[src/alioth_params.svh]
`ifndef ALIOTH_PARAMS_SVH
`define ALIOTH_PARAMS_SVH

// datapath widths
`define XLEN            32
`define REG_ADDR_WIDTH  5
`define INST_WIDTH      32

// rv32i major opcodes still decoded
`define OPC_OP          7'b0110011
`define OPC_OP_IMM      7'b0010011
`define OPC_LUI         7'b0110111
`define OPC_LOAD        7'b0000011
`define OPC_STORE       7'b0100011

// peripheral address map
`define LED_ADDR        32'h8000_0000
`define SW_LO_ADDR      32'h8000_0010  // switch bits 31:0
`define SW_HI_ADDR      32'h8000_0014  // switch bits 63:32
`define SW_WIDTH        64

`endif

[src/alioth_pkg.sv]
`include "alioth_params.svh"

package alioth_pkg;

    // alu operation select
    typedef enum logic [3:0] {
        ALU_ADD    = 4'd0,
        ALU_SUB    = 4'd1,
        ALU_SLL    = 4'd2,
        ALU_SLT    = 4'd3,
        ALU_SLTU   = 4'd4,
        ALU_XOR    = 4'd5,
        ALU_SRL    = 4'd6,
        ALU_SRA    = 4'd7,
        ALU_OR     = 4'd8,
        ALU_AND    = 4'd9,
        ALU_PASS_B = 4'd10  // lui, operand b straight through
    } alu_op_e;

    // one decoded instruction, idu -> exu
    typedef struct packed {
        logic                       valid;
        alu_op_e                    alu_op;
        logic                       use_imm;   // operand b from imm instead of rs2
        logic [`XLEN-1:0]           imm;
        logic [`REG_ADDR_WIDTH-1:0] rs1;
        logic [`REG_ADDR_WIDTH-1:0] rs2;
        logic [`REG_ADDR_WIDTH-1:0] rd;
        logic                       reg_we;
        logic                       is_load;
        logic                       is_store;
    } dec_info_t;

    // register writeback, also the top level commit port
    typedef struct packed {
        logic                       valid;
        logic [`REG_ADDR_WIDTH-1:0] rd;
        logic [`XLEN-1:0]           data;
    } commit_t;

    // word access towards the peripherals
    typedef struct packed {
        logic             rd_en;
        logic             wr_en;
        logic [`XLEN-1:0] addr;
        logic [`XLEN-1:0] wdata;
    } mem_req_t;

endpackage

[src/idu.sv]
`include "alioth_params.svh"

module idu import alioth_pkg::*; (
    input  logic                   clk,
    input  logic                   arst_n_i,
    input  logic                   inst_valid_i,
    input  logic [`INST_WIDTH-1:0] inst_i,
    output dec_info_t              dec_o
);

    logic [6:0]                 opcode;
    logic [2:0]                 funct3;
    logic [6:0]                 funct7;
    logic [`REG_ADDR_WIDTH-1:0] rd;
    logic [`REG_ADDR_WIDTH-1:0] rs1;
    logic [`REG_ADDR_WIDTH-1:0] rs2;
    logic [`XLEN-1:0]           imm_i;
    logic [`XLEN-1:0]           imm_s;
    logic [`XLEN-1:0]           imm_u;
    logic                       alt;       // funct7 bit 5, sub / sra
    logic                       op_legal;
    logic                       op_imm_legal;
    alu_op_e                    alu_op;
    dec_info_t                  dec_d;

    assign opcode = inst_i[6:0];
    assign rd     = inst_i[11:7];
    assign funct3 = inst_i[14:12];
    assign rs1    = inst_i[19:15];
    assign rs2    = inst_i[24:20];
    assign funct7 = inst_i[31:25];
    assign alt    = funct7[5];

    // sign extended immediates
    assign imm_i = {{20{inst_i[31]}}, inst_i[31:20]};
    assign imm_s = {{20{inst_i[31]}}, inst_i[31:25], inst_i[11:7]};
    assign imm_u = {inst_i[31:12], 12'b0};

    // reg-reg: funct7 is zero, or 0100000 for sub and sra only
    assign op_legal = (funct7 == 7'b0000000) ||
                      (funct7 == 7'b0100000 && (funct3 == 3'b000 || funct3 == 3'b101));

    // shift immediates carry funct7 in the upper imm bits
    always_comb begin
        case (funct3)
            3'b001:  op_imm_legal = (funct7 == 7'b0000000);
            3'b101:  op_imm_legal = (funct7 == 7'b0000000) || (funct7 == 7'b0100000);
            default: op_imm_legal = 1'b1;
        endcase
    end

    always_comb begin
        case (funct3)
            3'b000:  alu_op = (opcode == `OPC_OP && alt) ? ALU_SUB : ALU_ADD;  // no subi
            3'b001:  alu_op = ALU_SLL;
            3'b010:  alu_op = ALU_SLT;
            3'b011:  alu_op = ALU_SLTU;
            3'b100:  alu_op = ALU_XOR;
            3'b101:  alu_op = alt ? ALU_SRA : ALU_SRL;
            3'b110:  alu_op = ALU_OR;
            default: alu_op = ALU_AND;
        endcase
    end

    always_comb begin
        dec_d     = '0;
        dec_d.rs1 = rs1;
        dec_d.rd  = rd;
        case (opcode)
            `OPC_OP: begin
                dec_d.valid  = op_legal;
                dec_d.alu_op = alu_op;
                dec_d.rs2    = rs2;
                dec_d.reg_we = 1'b1;
            end
            `OPC_OP_IMM: begin
                dec_d.valid   = op_imm_legal;
                dec_d.alu_op  = alu_op;
                dec_d.use_imm = 1'b1;
                dec_d.imm     = imm_i;   // shifts only look at the low 5 bits
                dec_d.reg_we  = 1'b1;
            end
            `OPC_LUI: begin
                dec_d.valid   = 1'b1;
                dec_d.alu_op  = ALU_PASS_B;
                dec_d.use_imm = 1'b1;
                dec_d.imm     = imm_u;
                dec_d.rs1     = '0;
                dec_d.reg_we  = 1'b1;
            end
            `OPC_LOAD: begin
                dec_d.valid   = (funct3 == 3'b010);  // lw only
                dec_d.alu_op  = ALU_ADD;
                dec_d.use_imm = 1'b1;
                dec_d.imm     = imm_i;
                dec_d.reg_we  = 1'b1;
                dec_d.is_load = 1'b1;
            end
            `OPC_STORE: begin
                dec_d.valid    = (funct3 == 3'b010);  // sw only
                dec_d.alu_op   = ALU_ADD;
                dec_d.use_imm  = 1'b1;
                dec_d.imm      = imm_s;
                dec_d.rs2      = rs2;
                dec_d.is_store = 1'b1;
            end
            default: ;  // unsupported, stays invalid
        endcase
        dec_d.valid    = dec_d.valid & inst_valid_i;
        dec_d.reg_we   = dec_d.reg_we & dec_d.valid & (rd != '0);  // x0 never written
        dec_d.is_load  = dec_d.is_load & dec_d.valid;
        dec_d.is_store = dec_d.is_store & dec_d.valid;
    end

    always_ff @(posedge clk or negedge arst_n_i) begin
        if (!arst_n_i) begin
            dec_o <= '0;
        end else begin
            dec_o <= dec_d;
        end
    end

endmodule

[src/gpr.sv]
`include "alioth_params.svh"

module gpr import alioth_pkg::*; (
    input  logic                       clk,
    input  logic                       arst_n_i,
    input  logic [`REG_ADDR_WIDTH-1:0] raddr1_i,
    input  logic [`REG_ADDR_WIDTH-1:0] raddr2_i,
    output logic [`XLEN-1:0]           rdata1_o,
    output logic [`XLEN-1:0]           rdata2_o,
    input  commit_t                    wr_i
);

    // x1..x31, x0 has no storage
    logic [`XLEN-1:0] regs [1:31];

    always_ff @(posedge clk or negedge arst_n_i) begin
        if (!arst_n_i) begin
            for (int i = 1; i < 32; i++) begin
                regs[i] <= '0;
            end
        end else if (wr_i.valid && wr_i.rd != '0) begin
            regs[wr_i.rd] <= wr_i.data;
        end
    end

    // combinational reads, forwarding of the same-cycle write is done in exu
    assign rdata1_o = (raddr1_i == '0) ? '0 : regs[raddr1_i];
    assign rdata2_o = (raddr2_i == '0) ? '0 : regs[raddr2_i];

endmodule

[src/exu.sv]
`include "alioth_params.svh"

module exu import alioth_pkg::*; (
    input  logic             clk,
    input  logic             arst_n_i,
    input  dec_info_t        dec_i,
    input  logic [`XLEN-1:0] rdata1_i,
    input  logic [`XLEN-1:0] rdata2_i,
    output mem_req_t         mem_req_o,
    input  logic [`XLEN-1:0] mem_rdata_i,
    output commit_t          commit_o
);

    commit_t                    commit_q;
    logic                       fwd1;
    logic                       fwd2;
    logic [`XLEN-1:0]           op1;
    logic [`XLEN-1:0]           op2;       // rs2 value, also store data
    logic [`XLEN-1:0]           op_b;
    logic [$clog2(`XLEN)-1:0]   shamt;
    logic [`XLEN-1:0]           alu_res;

    // bypass from the commit register
    // gpr holds the value one cycle later, so nothing older is needed
    assign fwd1 = commit_q.valid && (commit_q.rd != '0) && (commit_q.rd == dec_i.rs1);
    assign fwd2 = commit_q.valid && (commit_q.rd != '0) && (commit_q.rd == dec_i.rs2);

    assign op1   = fwd1 ? commit_q.data : rdata1_i;
    assign op2   = fwd2 ? commit_q.data : rdata2_i;
    assign op_b  = dec_i.use_imm ? dec_i.imm : op2;
    assign shamt = op_b[$clog2(`XLEN)-1:0];

    always_comb begin
        case (dec_i.alu_op)
            ALU_ADD:    alu_res = op1 + op_b;
            ALU_SUB:    alu_res = op1 - op_b;
            ALU_SLL:    alu_res = op1 << shamt;
            ALU_SLT:    alu_res = {{(`XLEN-1){1'b0}}, $signed(op1) < $signed(op_b)};
            ALU_SLTU:   alu_res = {{(`XLEN-1){1'b0}}, op1 < op_b};
            ALU_XOR:    alu_res = op1 ^ op_b;
            ALU_SRL:    alu_res = op1 >> shamt;
            ALU_SRA:    alu_res = $unsigned($signed(op1) >>> shamt);
            ALU_OR:     alu_res = op1 | op_b;
            ALU_AND:    alu_res = op1 & op_b;
            ALU_PASS_B: alu_res = op_b;
            default:    alu_res = '0;
        endcase
    end

    // loads and stores decode as add with the offset, so alu_res is rs1 + imm
    always_comb begin
        mem_req_o.rd_en = dec_i.valid & dec_i.is_load;
        mem_req_o.wr_en = dec_i.valid & dec_i.is_store;
        mem_req_o.addr  = alu_res;
        mem_req_o.wdata = op2;
    end

    // commit stage, load word arrives in this same cycle
    always_ff @(posedge clk or negedge arst_n_i) begin
        if (!arst_n_i) begin
            commit_q <= '0;
        end else begin
            commit_q.valid <= dec_i.valid & dec_i.reg_we;
            commit_q.rd    <= dec_i.rd;
            commit_q.data  <= dec_i.is_load ? mem_rdata_i : alu_res;
        end
    end

    assign commit_o = commit_q;

endmodule

[src/periph.sv]
`include "alioth_params.svh"

module periph import alioth_pkg::*; (
    input  logic                 clk,
    input  logic                 arst_n_i,
    input  mem_req_t             req_i,
    output logic [`XLEN-1:0]     rdata_o,
    input  logic [`SW_WIDTH-1:0] virtual_sw_i,
    output logic [`XLEN-1:0]     led_o
);

    logic [`XLEN-1:0] led_q;

    // led register, other store addresses are dropped
    always_ff @(posedge clk or negedge arst_n_i) begin
        if (!arst_n_i) begin
            led_q <= '0;
        end else if (req_i.wr_en && req_i.addr == `LED_ADDR) begin
            led_q <= req_i.wdata;
        end
    end

    assign led_o = led_q;

    // switch words, unmapped loads read zero
    always_comb begin
        rdata_o = '0;
        if (req_i.rd_en) begin
            case (req_i.addr)
                `SW_LO_ADDR: rdata_o = virtual_sw_i[`XLEN-1:0];
                `SW_HI_ADDR: rdata_o = virtual_sw_i[`SW_WIDTH-1:`XLEN];
                default:     rdata_o = '0;
            endcase
        end
    end

endmodule

[src/alioth_top.sv]
`include "alioth_params.svh"

module alioth_top import alioth_pkg::*; (
    input  logic                   clk,
    input  logic                   arst_n_i,
    input  logic                   inst_valid_i,
    input  logic [`INST_WIDTH-1:0] inst_i,
    input  logic [`SW_WIDTH-1:0]   virtual_sw_i,  // 64 virtual switches
    output logic [`XLEN-1:0]       led_o,
    output commit_t                commit_o
);

    dec_info_t        idu_dec;
    logic [`XLEN-1:0] gpr_rdata1;
    logic [`XLEN-1:0] gpr_rdata2;
    mem_req_t         exu_mem_req;
    logic [`XLEN-1:0] periph_rdata;
    commit_t          exu_commit;   // writeback and external commit

    idu u_idu (
        .clk         (clk),
        .arst_n_i    (arst_n_i),
        .inst_valid_i(inst_valid_i),
        .inst_i      (inst_i),
        .dec_o       (idu_dec)
    );

    gpr u_gpr (
        .clk     (clk),
        .arst_n_i(arst_n_i),
        .raddr1_i(idu_dec.rs1),
        .raddr2_i(idu_dec.rs2),
        .rdata1_o(gpr_rdata1),
        .rdata2_o(gpr_rdata2),
        .wr_i    (exu_commit)
    );

    exu u_exu (
        .clk        (clk),
        .arst_n_i   (arst_n_i),
        .dec_i      (idu_dec),
        .rdata1_i   (gpr_rdata1),
        .rdata2_i   (gpr_rdata2),
        .mem_req_o  (exu_mem_req),
        .mem_rdata_i(periph_rdata),
        .commit_o   (exu_commit)
    );

    periph u_periph (
        .clk         (clk),
        .arst_n_i    (arst_n_i),
        .req_i       (exu_mem_req),
        .rdata_o     (periph_rdata),
        .virtual_sw_i(virtual_sw_i),
        .led_o       (led_o)
    );

    assign commit_o = exu_commit;

endmodule

[config.mk]
export PLATFORM = sky130hd
export DESIGN_NAME = alioth_top
export DESIGN_NICKNAME = d
export VERILOG_FILES = /design/src/alioth_pkg.sv /design/src/idu.sv /design/src/gpr.sv /design/src/exu.sv /design/src/periph.sv /design/src/alioth_top.sv
export VERILOG_INCLUDE_DIRS = /design/src
export SDC_FILE = /design/constraint.sdc
export NUM_CORES = 2
export LEC_CHECK = 0
export BUFFER_PORTS_ARGS = -buffer_cell sky130_fd_sc_hd__buf_4
export CORE_ASPECT_RATIO = 0.75
export CORE_MARGIN = 1.5
export CORE_UTILIZATION = 55
export DETAILED_ROUTE_END_ITERATION = 6
export PLACE_DENSITY = 0.77
export SLEW_MARGIN = 20
export SYNTH_ARGS = -nofsm -noshare
export SYNTH_HDL_FRONTEND = slang
export SYNTH_SLANG_ARGS = --single-unit
[constraint.sdc]
create_clock -name clk -period 8.3 [get_ports clk]
set_clock_uncertainty 0.1 [all_clocks]
set_input_delay 0 -clock clk [delete_from_list [all_inputs] [get_ports clk]]
set_output_delay 0 -clock clk [all_outputs]
set_load 0.05 [all_outputs]
== Word level (Yosys, flattened, before mapping) ==
Index checks and enable logic that the tools add are counted.
Widths: inputs -> output; s select.
Operators by class
  shift-type cells: 3
  add/subtract/negate cells: 2
  equal/unequal tests: 27
  bitwise gates (word level): 14
  reduce and logical (&&, ||, !) cells: 21
  order comparisons: 6
  mux-type cells: 29
Operator list (count)
  $bwmux 992: 1
  $mux 32: 12
  $pmux 32 s11: 1
  $bmux 32 s5: 2
  $demux 32 s5: 1
  $pmux 33 s3: 1
  $eq 32x32->1 const B: 3
  $lt 32x32->1: 2
  $pmux 32 s2: 1
  $add 32x32->32: 1
  $and 32x32->32: 1
  $or 32x32->32: 1
  $shl 32x5->32: 1
  $shr 32x5->32: 1
  $sshr 32x5->32: 1
  $sub 32x32->32: 1
  $xor 32x32->32: 1
  $eq 7x6->1 const B: 4
  $pmux 4 s7: 1
  $pmux 5 s4: 1
  $ge 6x6->1 const B: 3
  $not 5->6: 3
  $eq 4x3->1 const B: 4
  $eq 4x4->1 const B: 3
  other kinds (22): 51
Storage, ports and cells
  register bits: 1118
  bits of input ports: 99
  output and inout port bits: 70
  word-level logic and storage cells: 147

== Depth between registers and ports, before layout ==
  depth after elaboration: 13
  gate-level depth with buffers: 35
  gate-level depth less buffers: 24

== Modules after synthesis ==
Synthesis repeated with hierarchy kept, for this count alone.
Second synthesis, totals
  cells, all modules: 5806
  area total of the unflattened synthesis: 69825.7 sq um
Modules (own cells, without submodules)
  gpr: area an instance 53590.1 sq um, cells each 3776, sequential area each 24823.8 sq um, instances 1
  exu: area an instance 12444.4 sq um, cells each 1712, sequential area each 950.9 sq um, instances 1
  idu: area an instance 2053.2 sq um, cells each 158, sequential area each 1401.3 sq um, instances 1
  periph: area an instance 1737.9 sq um, cells each 160, sequential area each 800.8 sq um, instances 1

== Worst setup path before layout ==
No wires, ideal clock.
  path kind: register to register
  from: register u_idu.dec_o[8] (netlist bit)
  to: register u_periph.led_q[20] (netlist: u_periph.led_o[20])
  arrival time: 7874 ps
  clock period less this slack: 8102 ps
  library setup time: 128 ps
  required time: 8072 ps
  cell stages (with the launch flop): 33
  setup slack: 198 ps
  path buffers: 12
  path through: dfrtp_1 -> buf_6 -> buf_6 -> buf_6 -> buf_6 -> buf_6 -> buf_2 -> buf_1 -> buf_2 -> buf_2 -> mux4_2 -> mux4_2 -> mux2i_1 -> o21ai_0 -> mux2i_1 -> ha_1 -> clkbuf_1 -> nand4_1 -> nor2_1 -> a211o_1 -> o2111ai_1 -> nand4b_1 -> xnor2_1 -> a22o_1 -> a2111oi_0 -> o21ai_0 -> or4b_1 -> or4_1 -> nor4_4 -> and3_1 -> buf_4 -> buf_8 -> mux2_1
On the way
  cells in the longest elaborated chain, start to end: 11
  elaborated cells between the ends (all ways): 23
  classes of those cells: 2 x add/sub; 2 x order compare; 2 x eq/ne; 3 x shift; 7 x mux; 4 x bitwise; 3 x reduce/logical
RTL lines
  from (decl): RTL line idu.sv:8  | output dec_info_t dec_o
  from (signal assigned): RTL line idu.sv:117  | dec_o <= '0;
  from (signal assigned): RTL line idu.sv:119  | dec_o <= dec_d;
  $not 5->6 (not written as such): RTL line gpr.sv:28  | assign rdata2_o = (raddr2_i == '0) ? '0 : regs[raddr2_i];
  $bmux 32 s5: RTL line gpr.sv:28
  $mux 32 (not written as such) (2 in a row): RTL line gpr.sv:28
  $mux 32: RTL line gpr.sv:28
  $mux 32 *: RTL line exu.sv:29  | assign op2 = fwd2 ? commit_q.data : rdata2_i;
  $mux 32: RTL line exu.sv:30  | assign op_b = dec_i.use_imm ? dec_i.imm : op2;
  $sub 32x32->32 (tied with other cells): RTL line exu.sv:36  | ALU_SUB: alu_res = op1 - op_b;
  $pmux 32 s11: RTL line exu.sv:34  | case (dec_i.alu_op)
  $eq 32x32->1 (no line)
  $logic_and 1x1->1 (no line)
  to (signal assigned): RTL line periph.sv:19  | led_q <= req_i.wdata;
  to (decl): RTL line periph.sv:12  | logic [`XLEN-1:0] led_q;
Mark *: on every way between the ends. The rest lies on a longest branch, timed or not. The select of a mux whose other input is x is not followed.
A chain may end at the register's enable or synchronous reset.

== Worst setup path in the final report ==
  from: register u_exu.commit_q (netlist bit u_exu.commit_o[36])
  to: register u_periph.led_q[5] (netlist: u_periph.led_o[5])
On the way
  cells in the longest elaborated chain, start to end: 9
  elaborated cells between the ends (all ways): 22
  classes of those cells: 2 x add/sub; 2 x order compare; 3 x eq/ne; 3 x shift; 4 x mux; 3 x bitwise; 5 x reduce/logical
RTL lines
  from (decl): RTL line exu.sv:14  | commit_t commit_q;
  $reduce_bool 5->1: RTL line exu.sv:25, exu.sv:26
  $logic_and 1x1->1: RTL line exu.sv:25, exu.sv:26
  $logic_and 1x1->1: RTL line exu.sv:26  | assign fwd2 = commit_q.valid && (commit_q.rd != '0) && (commit_q.rd == dec_i.rs2);
  $mux 32: RTL line exu.sv:29
  $mux 32: RTL line exu.sv:30
  $sub 32x32->32 (tied with other cells): RTL line exu.sv:36
  $pmux 32 s11: RTL line exu.sv:34
  $eq 32x32->1 (no line)
  $logic_and 1x1->1 (no line)
Several ways; a longest one is shown, not always the timed one.

==> out/results.txt <==
RSZ-0062 raised after global routing -> no
Initial Util -> 55.65%
Synth Net Count -> 5,649
pins over their slew limit -> 0
M1 GR Usage -> 63.48%
Final nets -> 6,086
die area -> 126,100 um2
hpwl dp -> 196.2 mm
Max Root-Sink Buffers -> 3
DR WL/cell -> 38.04 um
Die X -> 409.5 um
R2R depth -> 27
Syn Area/Cell -> 12.51 um2
Sw Pwr -> 3654 uW
placed cell count -> 7,235
Synth-to-Final Area Change -> 16.63%
initial antenna violation count -> 15
clock-pin slew on the worst setup and hold paths -> 0.06 ns
combinational power share -> 14.7%
Multi-input gate area -> 37,810 um2
met2 usage -> 59.82%
number of port buffers -> 168
minimum clock period -> 8.264 ns
M3 GR Usage -> 20.69%
ys flop type -> dfrtp_1
Switching Fraction -> 28.68%
Post-Synthesis Cells -> 5,447
Reg power frac -> 43.3%
Vias -> 56.29k
I/O pins -> 169
Iter 0 DRT Violations -> 9,429
Crit path arrival time -> 8.77 ns
Post-Syn Area -> 68,170 um2
required time of the critical path -> 8.81 ns
Worst-Skew Late Latency -> 0.78 ns
Fmax -> 0.1210 GHz
leakage -> 0.03717 uW
Worst setup EP type -> flip-flop
routability cong. -> 1.125
gr busiest metal -> met1
Slew Limit Headroom -> 11.37%
hold_sp -> inst_i[15]
Hold Vio Cnt, Final -> 0
Post-synth EDFFs -> 0
CTS tree -> done
Hold Crit Class -> primary input to flip-flop
internal power -> 9086 uW
Worst setup SP type -> flip-flop
Max FO, Critical Path -> 16
largest net degree at the start of global routing -> 158
Crit Path Class -> flip-flop to flip-flop
CTS buffer count -> 108
Ys Warns -> 0
fin cells -> 7,620
antenna-violating nets left -> 0
reg2reg start -> u_exu.commit_o[36]
CTS sink cnt -> 1,118
final hold slack -> 0.02006 ns
sequential cell area -> 28,000 um2
Clock power frac -> 42.1%
first-pass GRT wire length -> 410.1 mm
Via density -> 7.386
maxcap violations -> 0
remaining global-route overflow -> 0
VDD IR max -> 0.1845 mV
DRC viols -> 1
Hold Crit Depth -> 3
htree depth -> 3
number of global-route vias before repair -> 55.45k
worst slack, placed -> -0.2441 ns
sequential area share after synthesis -> 41.04%
outcome -> finished, violations left
#FFs+latches synth -> 1,118
Tcrit/Tclk final -> 99.57%
drt pass-1 iters -> 7
share of layout cells above drive strength 1 -> 42.01%
Placeable Area -> 122,500 um2
final setup vio count -> 0
Chip Height -> 307.9 um
measured slew at the worst slew-check pin -> 1.315 ns
root buf cell -> clkbuf_16
PD cells -> 160.2 nW/um2
Routed Wire Length -> 289.8 mm
Setup WS post-layout -> 0.03580 ns
synth unique cells -> 93
num rows -> 111
Worst Setup SP -> u_exu.commit_o[36]
async set-reset flop share out of synthesis -> 100.0%
fillers -> 9,045
global-route usage over all layers -> 45.54%
failing checks -> DRC
[metal layers]
layer  part of all wire, %  up-vias
met5                  0.13        -
met4                   5.8       20
met3                    16      977
met2                    39     4559
met1                    39    28930
li1                      -    21800
[synth_stat cells (45+ instances only)]
| cell | number | area (um2) |
|---|---|---|
| a211oi_1 | 54 | 405.4 |
| a21o_1 | 59 | 442.9 |
| a21oi_1 | 153 | 765.7 |
| a221o_1 | 45 | 450.4 |
| a22o_1 | 54 | 473.0 |
| a22oi_1 | 107 | 803.3 |
| a31oi_1 | 51 | 319.1 |
| buf_1 | 81 | 304.0 |
| buf_2 | 83 | 415.4 |
| clkbuf_1 | 327 | 1227 |
| dfrtp_1 | 1118 | 27980 |
| ha_1 | 101 | 1264 |
| inv_1 | 102 | 382.9 |
| mux2_2 | 1116 | 12570 |
| mux2i_1 | 306 | 3063 |
| mux4_2 | 417 | 9392 |
| nand2_1 | 232 | 870.8 |
| nand2b_1 | 51 | 319.1 |
| nor2_1 | 149 | 559.3 |
| nor2b_1 | 68 | 425.4 |
| o21ai_0 | 100 | 500.5 |
| o22ai_1 | 58 | 362.9 |
[stage by stage]
stage                     TNS (ns)  power [uW]  instance area, um2  utilization [%]
after floorplan                  0        6401               68170                -
after global placement      -22.42        7294               73840            60.28
after detailed placement    -6.719        7287               73850            60.29
after CTS                        0       12630               79350            64.78
after global routing             0       12980               79480            64.89
final                            0       12740               79500            64.90
[critical path: stages, from the launching register on]
cell,delay (ns)
dfrtp_1,0.38
or4_1,0.57
o21ai_2,0.33
o31ai_4,0.34
buf_12,0.27
a2111oi_0,0.65
a21o_1,0.32
ha_1,0.31
a21oi_1,0.12
nand4b_1,0.31
a21oi_2,0.27
buf_4,0.17
o2111ai_2,0.23
a311oi_1,0.36
buf_4,0.18
o21ai_0,0.13
a21oi_1,0.24
o22ai_1,0.16
o311ai_1,0.25
buf_4,0.28
o211ai_1,0.12
buf_4,0.22
a2111oi_1,0.48
buf_4,0.22
and4_1,0.19
and3_2,0.27
buf_12,0.21
mux2_1,0.33
[worst paths after layout]
path | slack (ns) | endpoint
min in group asynchronous | 0.36 | u_gpr.regs[295]
worst min-delay path | 0.02 | u_idu.dec_o[13]
worst max register to register | 0.04 | u_periph.led_o[5]
worst max-delay path | 0.04 | u_periph.led_o[5]
worst min register to register | 0.25 | u_exu.commit_o[33]
max in group asynchronous | 5.94 | u_gpr.regs[921]
[cell usage in the layout (no fill, tap or decap), drive strengths merged, types with 14 or more instances in the layout]
cell type    synthesis  layout
a2111oi             36      36
a211oi              54      54
a21o                59      59
a21oi              155     155
a221o               45      45
a221oi              40      40
a22o                54      54
a22oi              107     107
a31oi               51      51
and2                14      14
and3                28      28
buf                201     689
clkbuf             327     158
clkinv               3      22
dfrtp             1118    1118
dlygate4sd3          0     165
ha                 101     101
inv                111     115
mux2              1145    1145
mux2i              306     306
mux4               417     417
nand2              233     233
nand2b              51      51
nand3               41      41
nand4               15      15
nor2               150     150
nor2b               68      68
nor3                43      43
nor4                19      19
o211ai              22      22
o21ai              110     110
o21bai              15      15
o221ai              29      29
o22ai               58      58
o2bb2ai             17      17
o31ai               20      20
xnor2               20      20
[cell type report]
| cell class | instances | share of cell area [%] |
|---|---|---|
| multi-input cells | 3687 | 47.55 |
| flip-flops and latches | 1118 | 35.22 |
| repair buffers | 855 | 9.315 |
| clock buffers | 158 | 4.016 |
| well taps | 1638 | 2.578 |
| clock inverters | 41 | 0.7460 |
| inverters | 114 | 0.5429 |
| diodes | 9 | 0.02833 |
[kinds of logic (layout without fill, tap and decap cells)]
family	count (synthesis)	after routing	share of synthesized area, %
adders and majority gates	103	103	1.913
buffers and inverters	642	1168	4.038
muxes	1868	1868	37.19
DFF	1118	1118	41.04
AOI/OAI and AO/OA	977	977	10.37
xor gates and xnor gates	27	27	0.3469
and+or+nand+nor	712	712	5.101
other	0	9	0
[flip-flops by register name, indices dropped and copies added (netlist names)]
| signal | flops |
|---|---|
| u_gpr.regs | 992 |
| u_exu.commit_o | 38 |
| u_periph.led_o | 32 |
| u_idu.dec_o | 56 |
[power groups by stage]
stage	logic [uW]	registers, uW	clock network, uW
2_1_floorplan	728	5670	0
3_3_place_gp	1680	5610	0
3_5_place_dp	1670	5610	0
4_1_cts	1760	5510	5360
5_1_grt	1910	5510	5570
6_report	1870	5510	5360
[timing repair]
item                       4_1_cts  5_1_grt
hold buffers                   166        0
pin swaps                        1        0
cloned                           0        0
hold endpoints to repair       545        0
setup buffers                    3        8
setup endpoints to repair       32       64
resized for setup                0       11
Note: power is estimated with default switching activity, not from simulation.
